===== config.mk =====
export PLATFORM = sky130hd
export DESIGN_NAME = core_top
export DESIGN_NICKNAME = d
export VERILOG_FILES = /design/src/core_pkg.sv /design/src/core_top.sv /design/src/exec_unit.sv /design/src/reg_bank.sv /design/src/ins_decoder.sv /design/src/phase_sequencer.sv
export SDC_FILE = /design/constraint.sdc
export NUM_CORES = 1
export LEC_CHECK = 0
export ABC_AREA = 0
export BUFFER_PORTS_ARGS = -buffer_cell sky130_fd_sc_hd__buf_2
export CAP_MARGIN = 20
export CORE_MARGIN = 2
export CORE_UTILIZATION = 57
export DETAILED_ROUTE_END_ITERATION = 16
export MAX_ROUTING_LAYER = met4
export PLACE_DENSITY = 0.77
export SYNTH_ARGS = -nofsm -noshare
export SYNTH_HDL_FRONTEND = slang
export SYNTH_SLANG_ARGS = --single-unit

===== constraint.sdc =====
create_clock -name clk -period 3.75 [get_ports clk]
set_input_delay 0.75 -clock clk [delete_from_list [all_inputs] [get_ports clk]]
set_output_delay 0.75 -clock clk [all_outputs]
set_load 0.02 [all_outputs]

===== src/core_pkg.sv =====
//****************************************
// accumulator core package
// widths, opcodes and control enums
//****************************************
`default_nettype none

package core_pkg;

    localparam int data_w    = 8;
    localparam int phase_w   = 2;  // up to three steps
    localparam int reg_idx_w = 3;
    localparam int num_regs  = 2 ** reg_idx_w;

    // 8051 encodings, rn forms give the base with n = 0
    localparam logic [data_w-1:0] op_nop        = 8'h00;
    localparam logic [data_w-1:0] op_inc_a      = 8'h04;
    localparam logic [data_w-1:0] op_inc_rn     = 8'h08;
    localparam logic [data_w-1:0] op_dec_a      = 8'h14;
    localparam logic [data_w-1:0] op_dec_rn     = 8'h18;
    localparam logic [data_w-1:0] op_add_imm    = 8'h24;
    localparam logic [data_w-1:0] op_add_rn     = 8'h28;
    localparam logic [data_w-1:0] op_addc_imm   = 8'h34;
    localparam logic [data_w-1:0] op_addc_rn    = 8'h38;
    localparam logic [data_w-1:0] op_orl_imm    = 8'h44;
    localparam logic [data_w-1:0] op_orl_rn     = 8'h48;
    localparam logic [data_w-1:0] op_anl_imm    = 8'h54;
    localparam logic [data_w-1:0] op_anl_rn     = 8'h58;
    localparam logic [data_w-1:0] op_xrl_imm    = 8'h64;
    localparam logic [data_w-1:0] op_xrl_rn     = 8'h68;
    localparam logic [data_w-1:0] op_mov_a_imm  = 8'h74;
    localparam logic [data_w-1:0] op_mov_rn_imm = 8'h78;
    localparam logic [data_w-1:0] op_subb_imm   = 8'h94;
    localparam logic [data_w-1:0] op_subb_rn    = 8'h98;
    localparam logic [data_w-1:0] op_clr_a      = 8'hE4;
    localparam logic [data_w-1:0] op_mov_a_rn   = 8'hE8;
    localparam logic [data_w-1:0] op_cpl_a      = 8'hF4;
    localparam logic [data_w-1:0] op_mov_rn_a   = 8'hF8;

    typedef enum logic [1:0] {
        step_none,
        step_ram_read,
        step_process,
        step_ram_write
    } step_e;

    typedef enum logic [3:0] {
        alu_none, alu_mov, alu_add, alu_addc, alu_subb, alu_anl,
        alu_orl, alu_xrl, alu_inc, alu_dec, alu_clr, alu_cpl
    } alu_op_e;

    // operand source, for a process step also the destination
    typedef enum logic [1:0] {
        src_acc,
        src_ram_data,
        src_imm,
        src_none
    } src_e;

endpackage

`default_nettype wire

===== src/core_top.sv =====
//****************************************
// accumulator core top level
//****************************************
`timescale 1ns/1ns
`default_nettype none

module core_top import core_pkg::*; (
    input  logic              clk,
    input  logic              rst_n,
    input  logic              ins_strobe,
    input  logic [data_w-1:0] ins_code,
    input  logic [data_w-1:0] ins_imm,
    output logic [data_w-1:0] acc,
    output logic              cy,
    output logic              busy,
    output logic              done
);

    logic [data_w-1:0]    cur_code;
    logic [data_w-1:0]    cur_imm;
    logic [phase_w-1:0]   phase;
    logic [phase_w-1:0]   step_count;
    step_e                step;
    alu_op_e              alu_op;
    src_e                 a_src;
    src_e                 b_src;
    logic [reg_idx_w-1:0] reg_idx;
    logic [data_w-1:0]    wr_data;
    logic [data_w-1:0]    rd_data;

    phase_sequencer u_phase_sequencer (
        .clk        (clk),
        .rst_n      (rst_n),
        .ins_strobe (ins_strobe),
        .ins_code   (ins_code),
        .ins_imm    (ins_imm),
        .step_count (step_count),
        .cur_code   (cur_code),
        .cur_imm    (cur_imm),
        .phase      (phase),
        .busy       (busy),
        .done       (done)
    );

    ins_decoder u_ins_decoder (
        .ins_code   (ins_code),
        .cur_code   (cur_code),
        .phase      (phase),
        .step_count (step_count),
        .step       (step),
        .alu_op     (alu_op),
        .a_src      (a_src),
        .b_src      (b_src),
        .reg_idx    (reg_idx)
    );

    reg_bank u_reg_bank (
        .clk     (clk),
        .rst_n   (rst_n),
        .step    (step),
        .reg_idx (reg_idx),
        .wr_data (wr_data),
        .rd_data (rd_data)
    );

    exec_unit u_exec_unit (
        .clk     (clk),
        .rst_n   (rst_n),
        .step    (step),
        .alu_op  (alu_op),
        .a_src   (a_src),
        .b_src   (b_src),
        .cur_imm (cur_imm),
        .rd_data (rd_data),
        .acc     (acc),
        .cy      (cy),
        .wr_data (wr_data)
    );

endmodule

`default_nettype wire


===== src/exec_unit.sv =====
//****************************************
// execute unit
// operand mux, alu, accumulator, carry
// and ram data register
//****************************************
`timescale 1ns/1ns
`default_nettype none

module exec_unit import core_pkg::*; (
    input  logic              clk,
    input  logic              rst_n,
    input  step_e             step,
    input  alu_op_e           alu_op,
    input  src_e              a_src,
    input  src_e              b_src,
    input  logic [data_w-1:0] cur_imm,
    input  logic [data_w-1:0] rd_data,
    output logic [data_w-1:0] acc,
    output logic              cy,
    output logic [data_w-1:0] wr_data
);

    logic [data_w-1:0] ram_data;
    logic [data_w-1:0] opa;
    logic [data_w-1:0] opb;
    logic [data_w-1:0] res;
    logic [data_w:0]   sum;
    logic              cy_nxt;

    function automatic logic [data_w-1:0] pick(input src_e s, input logic [data_w-1:0] a,
                                               input logic [data_w-1:0] r,
                                               input logic [data_w-1:0] i);
        case (s)
            src_acc:      return a;
            src_ram_data: return r;
            src_imm:      return i;
            default:      return '0;
        endcase
    endfunction

    assign opa = pick(a_src, acc, ram_data, cur_imm);
    assign opb = pick(b_src, acc, ram_data, cur_imm);

    always_comb begin
        sum    = '0;
        res    = opa;
        cy_nxt = cy;
        case (alu_op)
            alu_mov:  res = opb;
            alu_add:  sum = {1'b0, opa} + {1'b0, opb};
            alu_addc: sum = {1'b0, opa} + {1'b0, opb} + {{data_w{1'b0}}, cy};
            alu_subb: sum = {1'b0, opa} - {1'b0, opb} - {{data_w{1'b0}}, cy};
            alu_anl:  res = opa & opb;
            alu_orl:  res = opa | opb;
            alu_xrl:  res = opa ^ opb;
            alu_inc:  res = opa + 1'b1;
            alu_dec:  res = opa - 1'b1;
            alu_clr:  res = '0;
            alu_cpl:  res = ~opa;
            default:  res = opa;
        endcase
        if (alu_op inside {alu_add, alu_addc, alu_subb}) begin
            res    = sum[data_w-1:0];
            cy_nxt = sum[data_w];  // carry out, or borrow for subb
        end
    end

    always_ff @(posedge clk or negedge rst_n) begin
        if (!rst_n) begin
            acc <= '0;
            cy  <= 1'b0;
        end else if (step == step_process) begin
            cy <= cy_nxt;
            if (a_src == src_acc)
                acc <= res;
        end
    end

    always_ff @(posedge clk) begin
        if (step == step_ram_read)
            ram_data <= rd_data;
        else if (step == step_process && a_src == src_ram_data)
            ram_data <= res;  // inc/dec rn result
    end

    assign wr_data = (a_src == src_acc) ? acc :
                     (a_src == src_imm) ? cur_imm : ram_data;

endmodule

`default_nettype wire


===== src/reg_bank.sv =====
//****************************************
// register bank
// working registers R0 to R7
//****************************************
`timescale 1ns/1ns
`default_nettype none

module reg_bank import core_pkg::*; (
    input  logic                 clk,
    input  logic                 rst_n,
    input  step_e                step,
    input  logic [reg_idx_w-1:0] reg_idx,
    input  logic [data_w-1:0]    wr_data,
    output logic [data_w-1:0]    rd_data
);

    logic [data_w-1:0] regs [num_regs];

    always_ff @(posedge clk or negedge rst_n) begin
        if (!rst_n) begin
            for (int i = 0; i < num_regs; i++)
                regs[i] <= '0;
        end else if (step == step_ram_write) begin
            regs[reg_idx] <= wr_data;
        end
    end

    assign rd_data = regs[reg_idx];  // async read

endmodule

`default_nettype wire


===== src/ins_decoder.sv =====
//****************************************
// instruction decoder
// maps opcode and phase to one step kind,
// alu operation and operand sources
//****************************************
`timescale 1ns/1ns
`default_nettype none

module ins_decoder import core_pkg::*; (
    input  logic [data_w-1:0]    ins_code,
    input  logic [data_w-1:0]    cur_code,
    input  logic [phase_w-1:0]   phase,
    output logic [phase_w-1:0]   step_count,
    output step_e                step,
    output alu_op_e              alu_op,
    output src_e                 a_src,
    output src_e                 b_src,
    output logic [reg_idx_w-1:0] reg_idx
);

    logic binop;  // two operand group, #data or rn form

    function automatic logic [phase_w-1:0] steps_for(input logic [data_w-1:0] code);
        logic [phase_w-1:0] n;
        casez (code)
            {op_inc_rn[7:3], 3'b???}, {op_dec_rn[7:3], 3'b???}:
                n = phase_w'(3);
            {op_add_rn[7:3], 3'b???}, {op_addc_rn[7:3], 3'b???},
            {op_orl_rn[7:3], 3'b???}, {op_anl_rn[7:3], 3'b???},
            {op_xrl_rn[7:3], 3'b???}, {op_subb_rn[7:3], 3'b???},
            {op_mov_a_rn[7:3], 3'b???}:
                n = phase_w'(2);
            default:
                n = phase_w'(1);  // undefined opcodes too
        endcase
        return n;
    endfunction

    assign step_count = steps_for(ins_code);
    assign reg_idx    = cur_code[reg_idx_w-1:0];

    always_comb begin
        step   = step_none;
        alu_op = alu_none;
        a_src  = src_none;
        b_src  = src_none;
        binop  = 1'b0;
        casez (cur_code)
            op_nop: ;
            op_inc_a, op_dec_a: begin
                step   = step_process;
                alu_op = cur_code[4] ? alu_dec : alu_inc;
                a_src  = src_acc;
            end
            {op_inc_rn[7:3], 3'b???}, {op_dec_rn[7:3], 3'b???}: begin
                alu_op = cur_code[4] ? alu_dec : alu_inc;
                a_src  = src_ram_data;
                case (phase)
                    phase_w'(3): step = step_ram_read;
                    phase_w'(2): step = step_process;
                    default:     step = step_ram_write;
                endcase
            end
            op_add_imm, op_addc_imm, {op_add_rn[7:3], 3'b???}, {op_addc_rn[7:3], 3'b???}: begin
                binop  = 1'b1;
                alu_op = cur_code[4] ? alu_addc : alu_add;
            end
            op_orl_imm, op_anl_imm, {op_orl_rn[7:3], 3'b???}, {op_anl_rn[7:3], 3'b???}: begin
                binop  = 1'b1;
                alu_op = cur_code[4] ? alu_anl : alu_orl;
            end
            op_xrl_imm, {op_xrl_rn[7:3], 3'b???}: begin
                binop  = 1'b1;
                alu_op = alu_xrl;
            end
            op_subb_imm, {op_subb_rn[7:3], 3'b???}: begin
                binop  = 1'b1;
                alu_op = alu_subb;
            end
            op_mov_a_imm, {op_mov_a_rn[7:3], 3'b???}: begin
                binop  = 1'b1;
                alu_op = alu_mov;
            end
            op_clr_a, op_cpl_a: begin
                step   = step_process;
                alu_op = cur_code[4] ? alu_cpl : alu_clr;
                a_src  = src_acc;
            end
            {op_mov_rn_imm[7:3], 3'b???}: begin
                step  = step_ram_write;
                a_src = src_imm;
            end
            {op_mov_rn_a[7:3], 3'b???}: begin
                step  = step_ram_write;
                a_src = src_acc;
            end
            default: ;  // undefined, one empty step
        endcase
        // rn forms read first, then process into A
        if (binop) begin
            a_src = src_acc;
            b_src = cur_code[3] ? src_ram_data : src_imm;
            step  = (cur_code[3] && phase == phase_w'(2)) ? step_ram_read : step_process;
        end
        if (phase == '0)
            step = step_none;  // idle
    end

endmodule

`default_nettype wire


===== src/phase_sequencer.sv =====
//****************************************
// phase sequencer
// latches instruction and immediate,
// counts execution steps down to zero
//****************************************
`timescale 1ns/1ns
`default_nettype none

module phase_sequencer import core_pkg::*; (
    input  logic               clk,
    input  logic               rst_n,
    input  logic               ins_strobe,
    input  logic [data_w-1:0]  ins_code,
    input  logic [data_w-1:0]  ins_imm,
    input  logic [phase_w-1:0] step_count,
    output logic [data_w-1:0]  cur_code,
    output logic [data_w-1:0]  cur_imm,
    output logic [phase_w-1:0] phase,
    output logic               busy,
    output logic               done
);

    logic accept;

    assign accept = ins_strobe && !busy;  // strobes while busy are dropped

    always_ff @(posedge clk or negedge rst_n) begin
        if (!rst_n) begin
            cur_code <= op_nop;
            phase    <= '0;
            busy     <= 1'b0;
            done     <= 1'b0;
        end else begin
            done <= 1'b0;
            if (accept) begin
                cur_code <= ins_code;
                phase    <= step_count;
                busy     <= 1'b1;
            end else if (busy) begin
                phase <= phase - 1'b1;
                if (phase == phase_w'(1)) begin  // last step
                    busy <= 1'b0;
                    done <= 1'b1;
                end
            end
        end
    end

    always_ff @(posedge clk) begin
        if (accept)
            cur_imm <= ins_imm;
    end

endmodule

`default_nettype wire


==> impl_results.rst <==
.. list-table::
   :header-rows: 1

   * - Metric
     - Value
   * - Overall global routing resource usage
     - 0.409
   * - Pin count of the biggest net entering global routing
     - 75
   * - Slowest stage cell on the critical path
     - dfrtp_2
   * - Min Clock Period, post-route
     - around 4.0 ns
   * - Tightest Pin Transition
     - 0.960 ns
   * - Final weighted congestion of routability-driven global placement
     - 1.07
   * - Yosys top cell area share
     - 0.300
   * - Post-synth EDFFs
     - 16
   * - Final routed wire length divided by cell count
     - approximately 23 um
   * - Arrival @ worst endpoint
     - 4.08 ns
   * - Tcrit/Tclk final
     - 1.06
   * - R2R Setup Slk
     - -0.24 ns
   * - X dimension of the die
     - about 120 um
   * - Startpoint of the most critical register-to-register path
     - u_phase_sequencer.cur_code[6]
   * - Clk_skew
     - 0.0170 ns
   * - Global-route wire length before repair
     - approximately 40000 um
   * - Post-route core utilization
     - 0.780
   * - Final slew viol count
     - 0
   * - Max Root-Sink Buffers
     - 2
   * - Vias
     - 7363
   * - Core Box Area
     - approximately 12000 um2
   * - Sinks on the clock net
     - 101
   * - Syn Nets
     - 867
   * - Global route total overflow
     - 0
   * - Post-synthesis cell type count
     - 88
   * - Vert. Die Dim
     - between 100 and 150 um
   * - DP Wirelength
     - 18900 um
   * - Register clock-pin slew on the reported worst setup and hold paths
     - 0.08 ns
   * - Vias/cell
     - roughly 6.4
   * - TritonCTS clock tree
     - yes
   * - Reg2Reg Depth
     - 16
   * - Worst flop-to-flop path endpoint
     - u_exec_unit.ram_data[7]
   * - Required time of the worst setup path
     - approximately 3.8 ns
   * - Critical Path Start Type
     - flip-flop
   * - # rows
     - 40
   * - Commonest cells in the netlist
     - 85 x dfrtp_1, 85 x nand2_1, 76 x nor2_1, 76 x o21ai_0, 61 x a21oi_1
   * - Failing checks
     - setup timing
   * - Top cell type by total area after synthesis
     - dfrtp_1
   * - Hold bufs inserted after CTS
     - 0
   * - Area added between synthesis and finish
     - 32.5%
   * - Slew margin rel.
     - 0.353
   * - First-pass DRT Iterations
     - 6
   * - Cell Area, Synth
     - 7100 um2
   * - RSZ-0062 raised after global routing
     - true
   * - Accumulated negative setup slack
     - -1.26 ns
   * - Endpoint with the worst hold slack
     - u_reg_bank.regs[30]
   * - Worst stage delay on the critical path
     - approximately 0.48 ns
   * - Net count of the finished layout
     - 1033
   * - Class of the most critical setup path
     - reg2reg
   * - Worst Setup Slack post-DPL
     - -0.627 ns
   * - Sequential fraction of the synthesis area
     - 0.367
   * - Max-cap viol count
     - 0
   * - Worst hold path stage count
     - 2
   * - Number of ports placed on the die boundary
     - 30
   * - Number of filler instances in the final layout
     - 798
   * - Area contributors post-synth
     - dfrtp_1 30%, edfxtp_1 6.8%, ha_1 6.3%
   * - Initial antenna violation count
     - 1
   * - H-tree levels
     - 3
   * - Capturing element type of the critical path
     - flip-flop
   * - F_max
     - roughly 250 MHz
   * - Final count of hold timing violations
     - 0
   * - CTS buffer count
     - 9
   * - Post-Syn Instances
     - 808
   * - Skew-Pair Late Insertion Delay
     - between 0.3 and 0.4 ns
   * - Overall routed net length
     - approximately 26000 um
   * - Final number of setup-violating endpoints
     - 8
   * - Proportion of layout cells with a drive suffix above 1
     - 0.336
   * - Die footprint
     - 13400 um2
   * - Violation count after the first detailed-route iteration
     - between 700 and 800
   * - Number of warning messages in the yosys log
     - 0
   * - Max Fanout on Critical Path
     - 6
   * - Synthesized flop and latch total
     - 101
   * - Cells traversed along the worst timing path
     - a21bo_4, o22a_1, buf_6, a31o_4, o21ai_2, buf_6, ha_4, a21o_1, a211oi_2, buf_4, nor2_1, o41a_1, xnor2_2, buf_4, a2111oi_4, a31oi_1
   * - Final setup margin
     - -0.241 ns
   * - Ys async rst share
     - 0.842
   * - Run status
     - finished, violations left
   * - Average cell area after synthesis
     - 8.78 um2
   * - Hold Crit Class
     - reg2reg
   * - Number of input and output port buffers inserted
     - 29
   * - Synth Flop Type
     - dfrtp_1
   * - Number of global-route vias before repair
     - roughly 7100
   * - Buffer cell driving the clock tree root
     - clkbuf_16
   * - Starting Density
     - 0.588
   * - Antenna violation net count after detailed routing
     - 0
   * - Beginning of the worst hold path
     - u_reg_bank.regs[30]
   * - Number of remaining DRC errors
     - 0
-- sequential cells by signal (all words and copies together) (netlist names) --
name / count
u_phase_sequencer.cur_code: 8
u_phase_sequencer.done: 1
u_exec_unit.ram_data: 8
u_phase_sequencer.phase: 2
u_exec_unit.cy: 1
u_reg_bank.regs: 64
u_phase_sequencer.cur_imm: 8
u_exec_unit.acc: 8
u_phase_sequencer.busy: 1
-- layer usage --
layer  track usage  vias up  part of all wire
met3        0.0696      103             0.077
li1              -     3258                 -
met4         0.189        0             0.052
met5             -        -                 0
met2         0.664      435              0.48
met1         0.501     3567              0.39
-- layout make-up --
class,instances,area (um2),area share
flip-flops and latches,101,2610,0.278
well taps,168,210,0.0224
diodes,1,2.50,0.000266
inverters,38,148,0.0157
repair buffers,197,1450,0.154
clock buffers,12,258,0.0274
multi-input cells,627,4670,0.497
clock inverters,4,55.1,0.00585
-- through the flow --
stage | cell area, um2 | std cells | hold WS (ns)
floorplan | 7160 | 808 | 0.445
global placement | 8390 | 1104 | 0.459
detailed placement | 8390 | 1104 | 0.470
CTS | 9170 | 1138 | 0.485
global route | 9400 | 1148 | 0.506
finish | 9400 | 1148 | 0.485
-- placed cells by master (no fill, tap or decap), drive strengths merged, types with 4 or more instances in the layout --
master | Yosys | routed
nor3 | 17 | 17
o21ai | 82 | 82
xor2 | 7 | 7
a21oi | 62 | 62
fa | 4 | 4
nand2 | 86 | 86
dfrtp | 85 | 85
nor3b | 5 | 5
nor2b | 12 | 12
a22oi | 9 | 9
a221oi | 7 | 7
clkbuf | 17 | 12
mux2 | 13 | 13
edfxtp | 16 | 16
o211ai | 4 | 4
nand2b | 13 | 13
xnor2 | 19 | 19
or2 | 6 | 6
mux2i | 23 | 23
a22o | 4 | 4
and3 | 10 | 10
o22ai | 10 | 10
nand3 | 17 | 17
a21boi | 6 | 6
nand3b | 5 | 5
nor2 | 77 | 77
a31oi | 13 | 13
buf | 25 | 197
and2 | 6 | 6
a211oi | 9 | 9
inv | 37 | 38
ha | 36 | 36
-- timing repair --
item | 4_1_cts | 5_1_grt
resized for setup | 72 | 29
pin swaps | 39 | 32
setup buffers | 18 | 9
endpoints found under the setup margin | 15 | 15
cloned | 0 | 0
-- worst max-delay path: cells and delay by family, from the launching register on --
family                     cells  cell delay [ns]
and+or+nand+nor                1             0.07
xor gates and xnor gates       1             0.17
DFF                            1             0.48
buffers and inverters          4             0.61
adders and majority gates      1             0.20
AOI/OAI and AO/OA              9             2.19
-- how the worst max path moves through the flow --
stage | from | to | slack (ns) | cells past startpoint
after floorplan | u_phase_sequencer.cur_code[1] | u_exec_unit.ram_data[6] | -0.12 | 17
after global placement | u_phase_sequencer.cur_code[5] | u_exec_unit.cy | -0.63 | 15
after detailed placement | u_phase_sequencer.cur_code[5] | u_exec_unit.cy | -0.63 | 15
after CTS | u_phase_sequencer.cur_code[5] | u_exec_unit.ram_data[7] | -0.16 | 18
after global routing | u_phase_sequencer.cur_code[6] | u_exec_unit.ram_data[7] | -0.35 | 16
final | u_phase_sequencer.cur_code[6] | u_exec_unit.ram_data[7] | -0.24 | 16
-- kinds of logic (layout without fill, tap and decap cells) --
family / after synthesis / in the layout / synth area share
other: 0 / 1 / 0
AND/OR/NAND/NOR: 269 / 269 / 0.185
multiplexers: 39 / 39 / 0.0626
adder cells (fa/ha/maj): 40 / 40 / 0.0748
AO/OA/AOI/OAI: 253 / 253 / 0.231
buffers and inverters: 80 / 251 / 0.0462
XOR/XNOR: 26 / 26 / 0.0332
flip-flops: 101 / 101 / 0.367
Power is not shown: default switching activity piles up to over one toggle a cycle in this logic, so the estimate is an artifact.
